<file path="src/i3c_target_pkg.sv">
// ****************************************
// Shared widths and RX entry format for the serial target
// Static 7-bit addressing only, one byte per RX entry
// RX tag encoding follows the acquire FIFO format
// ****************************************

package i3c_target_pkg;

  // Bits per bus byte
  parameter int unsigned ByteWidth = 8;

  // Static target address width
  parameter int unsigned AddrWidth = 7;

  // Bit counter runs 0 to 8, the last count is the ACK bit
  parameter int unsigned BitIdxWidth = 4;

  // Default width of the data hold count
  parameter int unsigned HoldCntWidthDefault = 13;

  // Framing tag of an RX entry
  typedef enum logic [1:0] {
    RxData    = 2'b00,
    RxStart   = 2'b01,
    RxStop    = 2'b10,
    RxRestart = 2'b11
  } rx_fmt_e;

  // One RX entry, tag above the byte
  typedef struct packed {
    rx_fmt_e              fmt;
    logic [ByteWidth-1:0] data;
  } rx_entry_t;

endpackage
</file>
<file path="src/i3c_shift_if.sv">
// ****************************************
// Link between bit shifter and protocol FSM
// byte_clr is a one-cycle strobe from the FSM
// ****************************************

`timescale 1ns/1ps

interface i3c_shift_if;

  // Clears shift register and bit counter
  logic byte_clr;

  // Bit position within the byte, 8 is the ACK bit
  logic [i3c_target_pkg::BitIdxWidth-1:0] bit_idx;
  logic                                   bit_ack;

  // Bits taken in so far, MSB first
  logic [i3c_target_pkg::ByteWidth-1:0] rx_byte;

  // Host answer on the ACK bit of a read byte
  logic host_ack;

  modport shifter (input byte_clr, output bit_idx, bit_ack, rx_byte, host_ack);
  modport ctrl (output byte_clr, input bit_idx, bit_ack, rx_byte, host_ack);

endinterface

</file>
<file path="src/i3c_bus_evt_if.sv">
// ****************************************
// Sampled bus levels and single-cycle bus events
// All pulses are strobes with no back-pressure
// ****************************************

`timescale 1ns/1ps

interface i3c_bus_evt_if;

  // Registered line levels
  logic scl;
  logic sda;

  // Edge strobes on SCL
  logic scl_rise;
  logic scl_fall;

  // Bus conditions, SDA moving while SCL stays high
  logic start_det;
  logic stop_det;

  modport src (output scl, sda, scl_rise, scl_fall, start_det, stop_det);
  modport dst (input scl, sda, scl_rise, scl_fall, start_det, stop_det);

endinterface

</file>
<file path="src/i3c_target_top.sv">
// ****************************************
// Serial target top, sampler to shifter to FSM
// scl_i and sda_i must be synchronous to clk_i
// sda_o high means released, SCL is input only
// ****************************************

`timescale 1ns/1ps

module i3c_target_top #(
  parameter int unsigned HoldCntWidth = i3c_target_pkg::HoldCntWidthDefault
) (
  input  logic                                 clk_i,
  input  logic                                 rst_ni,
  input  logic                                 target_enable_i,
  input  logic [i3c_target_pkg::AddrWidth-1:0] target_addr_i,
  input  logic [HoldCntWidth-1:0]              thd_dat_i,
  input  logic                                 scl_i,
  input  logic                                 sda_i,
  input  logic [i3c_target_pkg::ByteWidth-1:0] tx_data_i,
  output logic                                 tx_pop_o,
  output logic                                 rx_valid_o,
  output i3c_target_pkg::rx_entry_t            rx_entry_o,
  output logic                                 sda_o,
  output logic                                 target_transmitting_o,
  output logic                                 target_idle_o,
  output logic                                 event_cmd_complete_o,
  output logic                                 event_read_cmd_o,
  output logic                                 event_unexp_stop_o
);

  // Bus events and byte-level link
  i3c_bus_evt_if bus_evt ();
  i3c_shift_if   shift ();

  i3c_bus_sampler u_sampler (
    .clk_i  (clk_i),
    .rst_ni (rst_ni),
    .scl_i  (scl_i),
    .sda_i  (sda_i),
    .evt    (bus_evt)
  );

  i3c_bit_shifter u_shifter (
    .clk_i  (clk_i),
    .rst_ni (rst_ni),
    .evt    (bus_evt),
    .sh     (shift)
  );

  i3c_target_fsm #(
    .HoldCntWidth (HoldCntWidth)
  ) u_fsm (
    .clk_i                 (clk_i),
    .rst_ni                (rst_ni),
    .target_enable_i       (target_enable_i),
    .target_addr_i         (target_addr_i),
    .thd_dat_i             (thd_dat_i),
    .evt                   (bus_evt),
    .sh                    (shift),
    .tx_data_i             (tx_data_i),
    .tx_pop_o              (tx_pop_o),
    .rx_valid_o            (rx_valid_o),
    .rx_entry_o            (rx_entry_o),
    .sda_o                 (sda_o),
    .target_transmitting_o (target_transmitting_o),
    .target_idle_o         (target_idle_o),
    .event_cmd_complete_o  (event_cmd_complete_o),
    .event_read_cmd_o      (event_read_cmd_o),
    .event_unexp_stop_o    (event_unexp_stop_o)
  );

endmodule

</file>
<file path="src/i3c_target_fsm.sv">
// ****************************************
// Target protocol FSM for I2C-style transfers
// thd_dat_i must be 2 or more and below SCL low time
// No clock stretching, SCL is never driven
// sda_o is open drain style, 1 means released
// ****************************************

`timescale 1ns/1ps

module i3c_target_fsm #(
  parameter int unsigned HoldCntWidth = i3c_target_pkg::HoldCntWidthDefault
) (
  input  logic                                 clk_i,
  input  logic                                 rst_ni,
  input  logic                                 target_enable_i,
  input  logic [i3c_target_pkg::AddrWidth-1:0] target_addr_i,
  input  logic [HoldCntWidth-1:0]              thd_dat_i,
  i3c_bus_evt_if.dst                           evt,
  i3c_shift_if.ctrl                            sh,
  input  logic [i3c_target_pkg::ByteWidth-1:0] tx_data_i,
  output logic                                 tx_pop_o,
  output logic                                 rx_valid_o,
  output i3c_target_pkg::rx_entry_t            rx_entry_o,
  output logic                                 sda_o,
  output logic                                 target_transmitting_o,
  output logic                                 target_idle_o,
  output logic                                 event_cmd_complete_o,
  output logic                                 event_read_cmd_o,
  output logic                                 event_unexp_stop_o
);

  localparam int unsigned BW   = i3c_target_pkg::BitIdxWidth;
  localparam int unsigned SelW = $clog2(i3c_target_pkg::ByteWidth);
  // Last data bit before the ACK bit
  localparam logic [BW-1:0] LastBitIdx = BW'(i3c_target_pkg::ByteWidth - 1);

  typedef enum logic [4:0] {
    Idle,
    AcquireStart,
    AddrRead,
    AddrAckWait,
    AddrAckSetup,
    AddrAckPulse,
    AddrAckHold,
    TransmitWait,
    TransmitSetup,
    TransmitPulse,
    TransmitHold,
    TransmitAck,
    TransmitAckPulse,
    AcquireByte,
    AcquireAckWait,
    AcquireAckSetup,
    AcquireAckPulse,
    AcquireAckHold,
    WaitForStop
  } state_e;

  state_e                  state_q;
  state_e                  state_d;
  logic [HoldCntWidth-1:0] hold_cnt_q;
  logic                    load_hold;
  logic                    hold_done;
  logic                    rw_bit_q;
  logic                    rw_bit_d;
  logic                    xact_for_us_q;
  logic                    xact_for_us_d;
  logic                    xfer_for_us_q;
  logic                    xfer_for_us_d;
  logic                    restart_q;
  logic                    restart_d;
  logic                    stop_pend_q;
  logic                    sda_q;
  logic                    addr_match;
  logic                    tx_bit;
  logic                    byte_end_fall;

  assign hold_done  = (hold_cnt_q == HoldCntWidth'(1));
  assign addr_match = (sh.rx_byte[i3c_target_pkg::ByteWidth-1:1] == target_addr_i);
  // MSB first, bit_idx 0 selects bit 7
  assign tx_bit = tx_data_i[~sh.bit_idx[SelW-1:0]];
  // SCL fall that closes bit 7
  assign byte_end_fall = evt.scl_fall && (sh.bit_idx == LastBitIdx);
  assign target_idle_o = (state_q == Idle);

  // Hold timer, counts down to 1 then parks at 0
  always_ff @(posedge clk_i or negedge rst_ni) begin
    if (!rst_ni) begin
      hold_cnt_q <= '0;
    end else if (load_hold) begin
      hold_cnt_q <= thd_dat_i;
    end else if (hold_cnt_q != '0) begin
      hold_cnt_q <= hold_cnt_q - HoldCntWidth'(1);
    end
  end

  always_comb begin
    state_d               = state_q;
    load_hold             = 1'b0;
    sh.byte_clr           = 1'b0;
    sda_o                 = 1'b1;
    target_transmitting_o = 1'b0;
    tx_pop_o              = 1'b0;
    rx_valid_o            = 1'b0;
    rx_entry_o            = '{fmt: i3c_target_pkg::RxData, data: sh.rx_byte};
    event_cmd_complete_o  = 1'b0;
    event_read_cmd_o      = 1'b0;
    rw_bit_d              = rw_bit_q;
    xact_for_us_d         = xact_for_us_q;
    xfer_for_us_d         = xfer_for_us_q;
    restart_d             = restart_q;

    unique case (state_q)
      Idle: begin
        xact_for_us_d = 1'b0;
        xfer_for_us_d = 1'b0;
      end
      // First SCL low ends the START, counter restarts here
      AcquireStart: begin
        xfer_for_us_d = 1'b0;
        if (!evt.scl) begin
          sh.byte_clr = 1'b1;
          state_d     = AddrRead;
        end
      end
      AddrRead: begin
        load_hold = byte_end_fall;
        if (sh.bit_ack) begin
          rw_bit_d = sh.rx_byte[0];
          if (addr_match) begin
            xact_for_us_d = 1'b1;
            xfer_for_us_d = 1'b1;
            state_d       = AddrAckWait;
          end else begin
            state_d = WaitForStop;
          end
        end
      end
      AddrAckWait, AcquireAckWait: begin
        if (evt.scl) begin
          // Host too fast for the hold time, give up on this transfer
          state_d = WaitForStop;
        end else if (hold_done) begin
          sda_o                 = 1'b0;
          target_transmitting_o = 1'b1;
          state_d = (state_q == AddrAckWait) ? AddrAckSetup : AcquireAckSetup;
        end
      end
      AddrAckSetup, AcquireAckSetup: begin
        sda_o                 = 1'b0;
        target_transmitting_o = 1'b1;
        if (evt.scl) begin
          state_d = (state_q == AddrAckSetup) ? AddrAckPulse : AcquireAckPulse;
        end
      end
      AddrAckPulse, AcquireAckPulse: begin
        sda_o                 = 1'b0;
        target_transmitting_o = 1'b1;
        if (evt.scl_fall) begin
          load_hold = 1'b1;
          state_d   = (state_q == AddrAckPulse) ? AddrAckHold : AcquireAckHold;
        end
      end
      // Release SDA and report the byte once the hold time is over
      AddrAckHold, AcquireAckHold: begin
        if (hold_done) begin
          rx_valid_o = 1'b1;
          state_d    = AcquireByte;
          if (state_q == AddrAckHold) begin
            rx_entry_o.fmt   = restart_q ? i3c_target_pkg::RxRestart
                                         : i3c_target_pkg::RxStart;
            event_read_cmd_o = rw_bit_q;
            if (rw_bit_q) begin
              state_d = TransmitWait;
            end
          end
        end else begin
          sda_o                 = 1'b0;
          target_transmitting_o = 1'b1;
        end
      end
      TransmitWait: begin
        state_d = TransmitSetup;
      end
      // Bit follows tx_data_i until SCL rises
      TransmitSetup: begin
        sda_o                 = tx_bit;
        target_transmitting_o = 1'b1;
        if (evt.scl) begin
          state_d = TransmitPulse;
        end
      end
      TransmitPulse: begin
        sda_o                 = sda_q;
        target_transmitting_o = 1'b1;
        if (evt.scl_fall) begin
          load_hold = 1'b1;
          state_d   = TransmitHold;
        end
      end
      // Keep the old bit for the hold time, then move on
      TransmitHold: begin
        sda_o                 = sda_q;
        target_transmitting_o = 1'b1;
        if (hold_done) begin
          if (sh.bit_ack) begin
            sda_o                 = 1'b1;
            target_transmitting_o = 1'b0;
            state_d               = TransmitAck;
          end else begin
            sda_o   = tx_bit;
            state_d = TransmitSetup;
          end
        end
      end
      TransmitAck: begin
        if (evt.scl) begin
          state_d = TransmitAckPulse;
        end
      end
      // Pop on ACK and NACK alike, NACK ends the read
      TransmitAckPulse: begin
        if (evt.scl_fall) begin
          tx_pop_o = 1'b1;
          state_d  = sh.host_ack ? TransmitWait : WaitForStop;
        end
      end
      AcquireByte: begin
        load_hold = byte_end_fall;
        if (sh.bit_ack) begin
          state_d = AcquireAckWait;
        end
      end
      WaitForStop: begin
        state_d = WaitForStop;
      end
      default: begin
        state_d = Idle;
      end
    endcase

    // Disable, START and STOP take over from any state
    if (!target_enable_i && (state_q != Idle)) begin
      state_d = Idle;
    end else if (target_enable_i && evt.start_det) begin
      state_d              = AcquireStart;
      restart_d            = (state_q != Idle);
      event_cmd_complete_o = xfer_for_us_q;
    end else if (target_enable_i && evt.stop_det) begin
      state_d              = Idle;
      event_cmd_complete_o = xfer_for_us_q;
    end

    // Stop entry one cycle after the STOP
    if (stop_pend_q) begin
      rx_valid_o = 1'b1;
      rx_entry_o = '{fmt: i3c_target_pkg::RxStop, data: '0};
    end
  end

  // STOP inside an addressed read without a host NACK
  assign event_unexp_stop_o = target_enable_i & evt.stop_det & xfer_for_us_q &
                              rw_bit_q & (state_q != WaitForStop);

  always_ff @(posedge clk_i or negedge rst_ni) begin
    if (!rst_ni) begin
      state_q       <= Idle;
      rw_bit_q      <= 1'b0;
      xact_for_us_q <= 1'b0;
      xfer_for_us_q <= 1'b0;
      restart_q     <= 1'b0;
      stop_pend_q   <= 1'b0;
      sda_q         <= 1'b1;
    end else begin
      state_q       <= state_d;
      rw_bit_q      <= rw_bit_d;
      xact_for_us_q <= xact_for_us_d;
      xfer_for_us_q <= xfer_for_us_d;
      restart_q     <= restart_d;
      stop_pend_q   <= target_enable_i & evt.stop_det & xact_for_us_q;
      sda_q         <= sda_o;
    end
  end

  // SDA pulled low only while flagged as transmitting
  sda_low_xmit_a : assert property (
    @(posedge clk_i) disable iff (!rst_ni)
    !sda_o |-> target_transmitting_o
  );

  // RX report and TX pop never share a cycle
  rx_tx_excl_a : assert property (
    @(posedge clk_i) disable iff (!rst_ni)
    !(rx_valid_o && tx_pop_o)
  );

endmodule

</file>
<file path="src/i3c_bit_shifter.sv">
// ****************************************
// Per-byte bit counter and MSB-first input shifter
// Counter steps after each SCL fall, wraps after ACK
// Shift register has no reset, START clears it
// ****************************************

`timescale 1ns/1ps

module i3c_bit_shifter (
  input  logic         clk_i,
  input  logic         rst_ni,
  i3c_bus_evt_if.dst   evt,
  i3c_shift_if.shifter sh
);

  localparam int unsigned BW = i3c_target_pkg::BitIdxWidth;
  // Index of the ninth bit
  localparam logic [BW-1:0] AckIdx = BW'(i3c_target_pkg::ByteWidth);

  logic [BW-1:0]                        bit_idx_q;
  logic [i3c_target_pkg::ByteWidth-1:0] rx_byte_q;
  logic                                 host_ack_q;
  logic                                 bit_ack;

  assign bit_ack = (bit_idx_q == AckIdx);

  // Bit counter, clear wins over SCL fall
  always_ff @(posedge clk_i or negedge rst_ni) begin
    if (!rst_ni) begin
      bit_idx_q <= '0;
    end else if (evt.start_det || sh.byte_clr) begin
      bit_idx_q <= '0;
    end else if (evt.scl_fall) begin
      bit_idx_q <= bit_ack ? '0 : bit_idx_q + BW'(1);
    end
  end

  // Data bits enter on SCL rise, ACK bit skipped
  always_ff @(posedge clk_i) begin
    if (evt.start_det || sh.byte_clr) begin
      rx_byte_q <= '0;
    end else if (evt.scl_rise && !bit_ack) begin
      rx_byte_q <= {rx_byte_q[i3c_target_pkg::ByteWidth-2:0], evt.sda};
    end
  end

  // Low SDA on the ninth bit means ACK
  always_ff @(posedge clk_i or negedge rst_ni) begin
    if (!rst_ni) begin
      host_ack_q <= 1'b0;
    end else if (evt.scl_rise && bit_ack) begin
      host_ack_q <= ~evt.sda;
    end
  end

  assign sh.bit_idx  = bit_idx_q;
  assign sh.bit_ack  = bit_ack;
  assign sh.rx_byte  = rx_byte_q;
  assign sh.host_ack = host_ack_q;

  // Counter never leaves 0..8
  bit_idx_range_a : assert property (
    @(posedge clk_i) disable iff (!rst_ni)
    bit_idx_q <= AckIdx
  );

endmodule

</file>
<file path="src/i3c_bus_sampler.sv">
// ****************************************
// SCL and SDA sampler with edge and condition detect
// Inputs must already be synchronous to clk_i
// Events show one clock after the line change
// ****************************************

`timescale 1ns/1ps

module i3c_bus_sampler (
  input  logic       clk_i,
  input  logic       rst_ni,
  input  logic       scl_i,
  input  logic       sda_i,
  i3c_bus_evt_if.src evt
);

  // Current samples
  logic scl_q;
  logic sda_q;

  // Samples one clock older
  logic scl_p;
  logic sda_p;

  // Idle bus is high on both lines
  always_ff @(posedge clk_i or negedge rst_ni) begin
    if (!rst_ni) begin
      scl_q <= 1'b1;
      sda_q <= 1'b1;
      scl_p <= 1'b1;
      sda_p <= 1'b1;
    end else begin
      scl_q <= scl_i;
      sda_q <= sda_i;
      scl_p <= scl_q;
      sda_p <= sda_q;
    end
  end

  assign evt.scl = scl_q;
  assign evt.sda = sda_q;

  // Edges from old and new sample
  assign evt.scl_rise = scl_q & ~scl_p;
  assign evt.scl_fall = ~scl_q & scl_p;

  // SCL must be high in both samples
  // SDA falling marks START or Sr, rising marks STOP
  assign evt.start_det = scl_q & scl_p & sda_p & ~sda_q;
  assign evt.stop_det  = scl_q & scl_p & ~sda_p & sda_q;

  // START and STOP are exclusive in any one cycle
  start_stop_excl_a : assert property (
    @(posedge clk_i) disable iff (!rst_ni)
    !(evt.start_det && evt.stop_det)
  );

endmodule

</file>
<file path="config.mk">
export PLATFORM = sky130hd
export DESIGN_NAME = i3c_target_top
export DESIGN_NICKNAME = d
export VERILOG_FILES = /design/src/i3c_target_pkg.sv /design/src/i3c_shift_if.sv /design/src/i3c_bus_evt_if.sv /design/src/i3c_target_top.sv /design/src/i3c_target_fsm.sv /design/src/i3c_bit_shifter.sv /design/src/i3c_bus_sampler.sv
export SDC_FILE = /design/constraint.sdc
export NUM_CORES = 1
export LEC_CHECK = 0
export BUFFER_PORTS_ARGS = -buffer_cell sky130_fd_sc_hd__buf_2
export CAP_MARGIN = 20
export CORE_MARGIN = 4
export CORE_UTILIZATION = 46
export DETAILED_ROUTE_END_ITERATION = 10
export PLACE_DENSITY_LB_ADDON = 0.12
export SYNTH_ARGS = -nofsm -noshare
export SYNTH_HDL_FRONTEND = slang
export SYNTH_SLANG_ARGS = --single-unit
export TNS_END_PERCENT = 30
</file>
<file path="constraint.sdc">
create_clock -name clk_i -period 5.45 [get_ports clk_i]
set_input_delay 0.2725 -clock clk_i [delete_from_list [all_inputs] [get_ports clk_i]]
set_output_delay 0.2725 -clock clk_i [all_outputs]
set_load 0.03 [all_outputs]
</file>
==> results.toml <==
[clock_network]
root_buffer = "clkbuf_8"
cts_max_level = 2
cts_hold_buf = 0
cts_max_path_buffers = 2
ctsResizeCount = 0
cts_made_buffers = 5
clock_latency_ns = 0.30
cts_tree = "yes"
cts_setup_buffers = 0
cts.sinks = 41
path_clk_slew_ns = 0.09

[yosys]
synth_nets = 385
yosysWarnings = 0
netlist_instances = 347
synthFlopType = "dfrtp_1"
async_reset_ff_share_pct = 80.5
syn_avg_cell_area_sq_um = 8.68
synth_edf_count = 0
synth-seq-cells = 41
synth_cell_type_count = 70
netlist_area_sq_um = 3010
synth-seq-area-share_pct = 32.9

[min_path]
hold_path.class = "in2async"

[layout]
fin_nets = 425
design_area_sq_um = 3380
mostFrequentLayoutCell = "buf_2"
final_cell_mix = "buf_2, nor2_1, nand2_1"
drive_above_1_share_pct = 24.5
syn_to_final_growth_pct = 12.2
diodes = 0

[setup_path]
worstPathBufferInverterCount = 2
crit_fanout = 5
ff2ff_path_depth = 5
cp.arrival_ns = 2.56
crit_type = "reg2out"
start_kind = "flip-flop"
crit_required_ns = 5.18
cp_slowest_stage_delay_ns = 0.57
end_kind = "primary output"
slowest_stage = "or4_4"
crit_cells = 7
cp_top_family = "simple AND/OR/NAND/NOR gates"
crit_chain = "nor4_1 -> and4b_1 -> nand2_1 -> or4_4 -> inv_2 -> and2_1 -> buf_2"

[floorplan]
num_io_pins = 51
die_y_um = 88.9
fp-row-count = 29
die_area_sq_um = 7910
fp.coreArea_sq_um = 6350
die_x_um = 88.9
start_util_pct = 47.4

[route]
wl_um = 7340
routedWlPerCell_um = 15.8
viasPerCell = 5.64
ant_nets = 0
drc_errors = 0
drt_iter0_markers = 204
drt_first_pass_iters = 4
vias = 2623

[grt]
antenna_found_initial = 0
grt_pass1_wl_um = 12200
grt_pass1_vias = 2520
grt.overflow.total = 0
grt_max_degree = 34
grt_usage_pct = 19.8

[timing]
rsz0062_at_grt = "false"
fin_tns_setup_ns = 0
max_clock_freq_mhz = 353
period_share_pct = 52.0
clock_skew_ns = 0.0126
maxSlewViolCount = 0
holdWs_ns = 0.0313
setup_viol = 0
report.final.hold_viol_count = 0
setup_slack_ns = 2.61
worst_slew_pin_slew_ns = 0.888
slew_headroom_pct = 40.8
min_period_ns = 2.84

[placed_design]
dp_hpwl_um = 5360
placed_area_sq_um = 3270
place_ws_ns = 2.90
gp_congestion = 0.962
portBuffers = 50

[job]
max-cap-violations = 0

[status]
status = "finished clean"

[power]
power_density_nw_per_um2 = 330
vdd.ir_drop.worst_mv = 0.225
power.leakage_nw = 1.47
## cells in the mapped netlist, drive strengths merged, types with 6 or more instances
cell type / count / area (sq um)
inv: 11 / 41.3
xnor2: 10 / 87.6
dfrtp: 28 / 701
mux2i: 11 / 110
o21ai: 17 / 85.1
nor2b: 14 / 87.6
nand2b: 10 / 75.1
nor3: 15 / 80.1
clkbuf: 10 / 37.5
dfxtp: 8 / 160
a21oi: 22 / 114
nor2: 47 / 184
buf: 8 / 61.3
nand2: 30 / 120
mux2: 18 / 218
a21o: 6 / 45.0
xor2: 7 / 61.3
## cells by family (layout without fill, tap and decap cells)
kind of cell,after synthesis,in the layout,synth area share (%)
multiplexers,31,31,12.4
flip-flops,41,41,32.9
AND/OR/NAND/NOR,151,151,27.0
buffers and inverters,30,71,4.78
adder cells (fa/ha/maj),5,5,2.08
AO/OA/AOI/OAI,72,72,15.9
XOR/XNOR,17,17,4.94
## path summary, 6_finish.rpt
path | from | to | slack, ns
worst max-delay path | u_fsm.hold_cnt_q[9]$_DFFE_PN0P_ | event_read_cmd_o | 2.61
worst min-delay path | rst_ni | u_fsm.xfer_for_us_q$_DFFE_PN0P_ | 0.03
worst max register to register | u_fsm.state_q[0]$_DFFE_PN0P_ | u_fsm.hold_cnt_q[2]$_DFFE_PN0P_ | 2.88
worst min register to register | u_sampler.evt.sda$_DFF_PN1_ | u_sampler.sda_p$_DFF_PN1_ | 0.40
max in group asynchronous | rst_ni | u_fsm.hold_cnt_q[0]$_DFFE_PN0P_ | 4.92
min in group clk_i | sda_i | u_sampler.evt.sda$_DFF_PN1_ | 0.06
## area by class of cell
cell class | count | area (sq um)
Clock buffer | 5 | 68.8
Clock inverter | 3 | 43.8
Fill cell | 597 | 2970
Inverter | 12 | 45.0
Multi-Input combinational cell | 276 | 1880
Sequential cell | 41 | 992
Tap cell | 77 | 96.3
Timing Repair Buffer | 51 | 258
## power breakdown
group	switching, mW	total, mW	internal, mW
sequential	0.112	0.496	0.384
clock	0.116	0.253	0.137
combinational	0.189	0.367	0.178
## stage by stage
stage	cells	power, mW	utilization [%]
global route	465	1.20	53.2
detailed placement	457	0.869	51.4
finish	465	1.12	53.2
floorplan	347	0.765	-
global placement	457	0.860	51.4
CTS	465	1.13	53.2
## flip-flops by register name, indices dropped and copies added, names as in the netlist
register,flops
u_fsm.xact_for_us_q,1
u_fsm.hold_cnt_q,13
u_sampler.evt.sda,1
u_fsm.state_q,5
u_shifter.sh.host_ack,1
u_sampler.sda_p,1
u_sampler.evt.scl,1
u_fsm.rw_bit_q,1
u_fsm.restart_q,1
u_fsm.stop_pend_q,1
u_fsm.xfer_for_us_q,1
u_shifter.sh.bit_idx,4
u_fsm.sda_q,1
u_shifter.sh.rx_byte,8
u_sampler.scl_p,1
## layer usage
| layer | share of wire, % | vias to the layer above | routed length, um | GRT usage [%] |
|---|---|---|---|---|
| li1 | - | 1309 | - | - |
| met1 | 44 | 1230 | 3220 | 26.6 |
| met2 | 49 | 76 | 3620 | 32.5 |
| met3 | 5.5 | 8 | 407 | 3.59 |
| met4 | 1.3 | 0 | 95 | 5.63 |
| met5 | 0 | - | 0 | 0 |
Note: power is estimated with default switching activity, not from simulation.
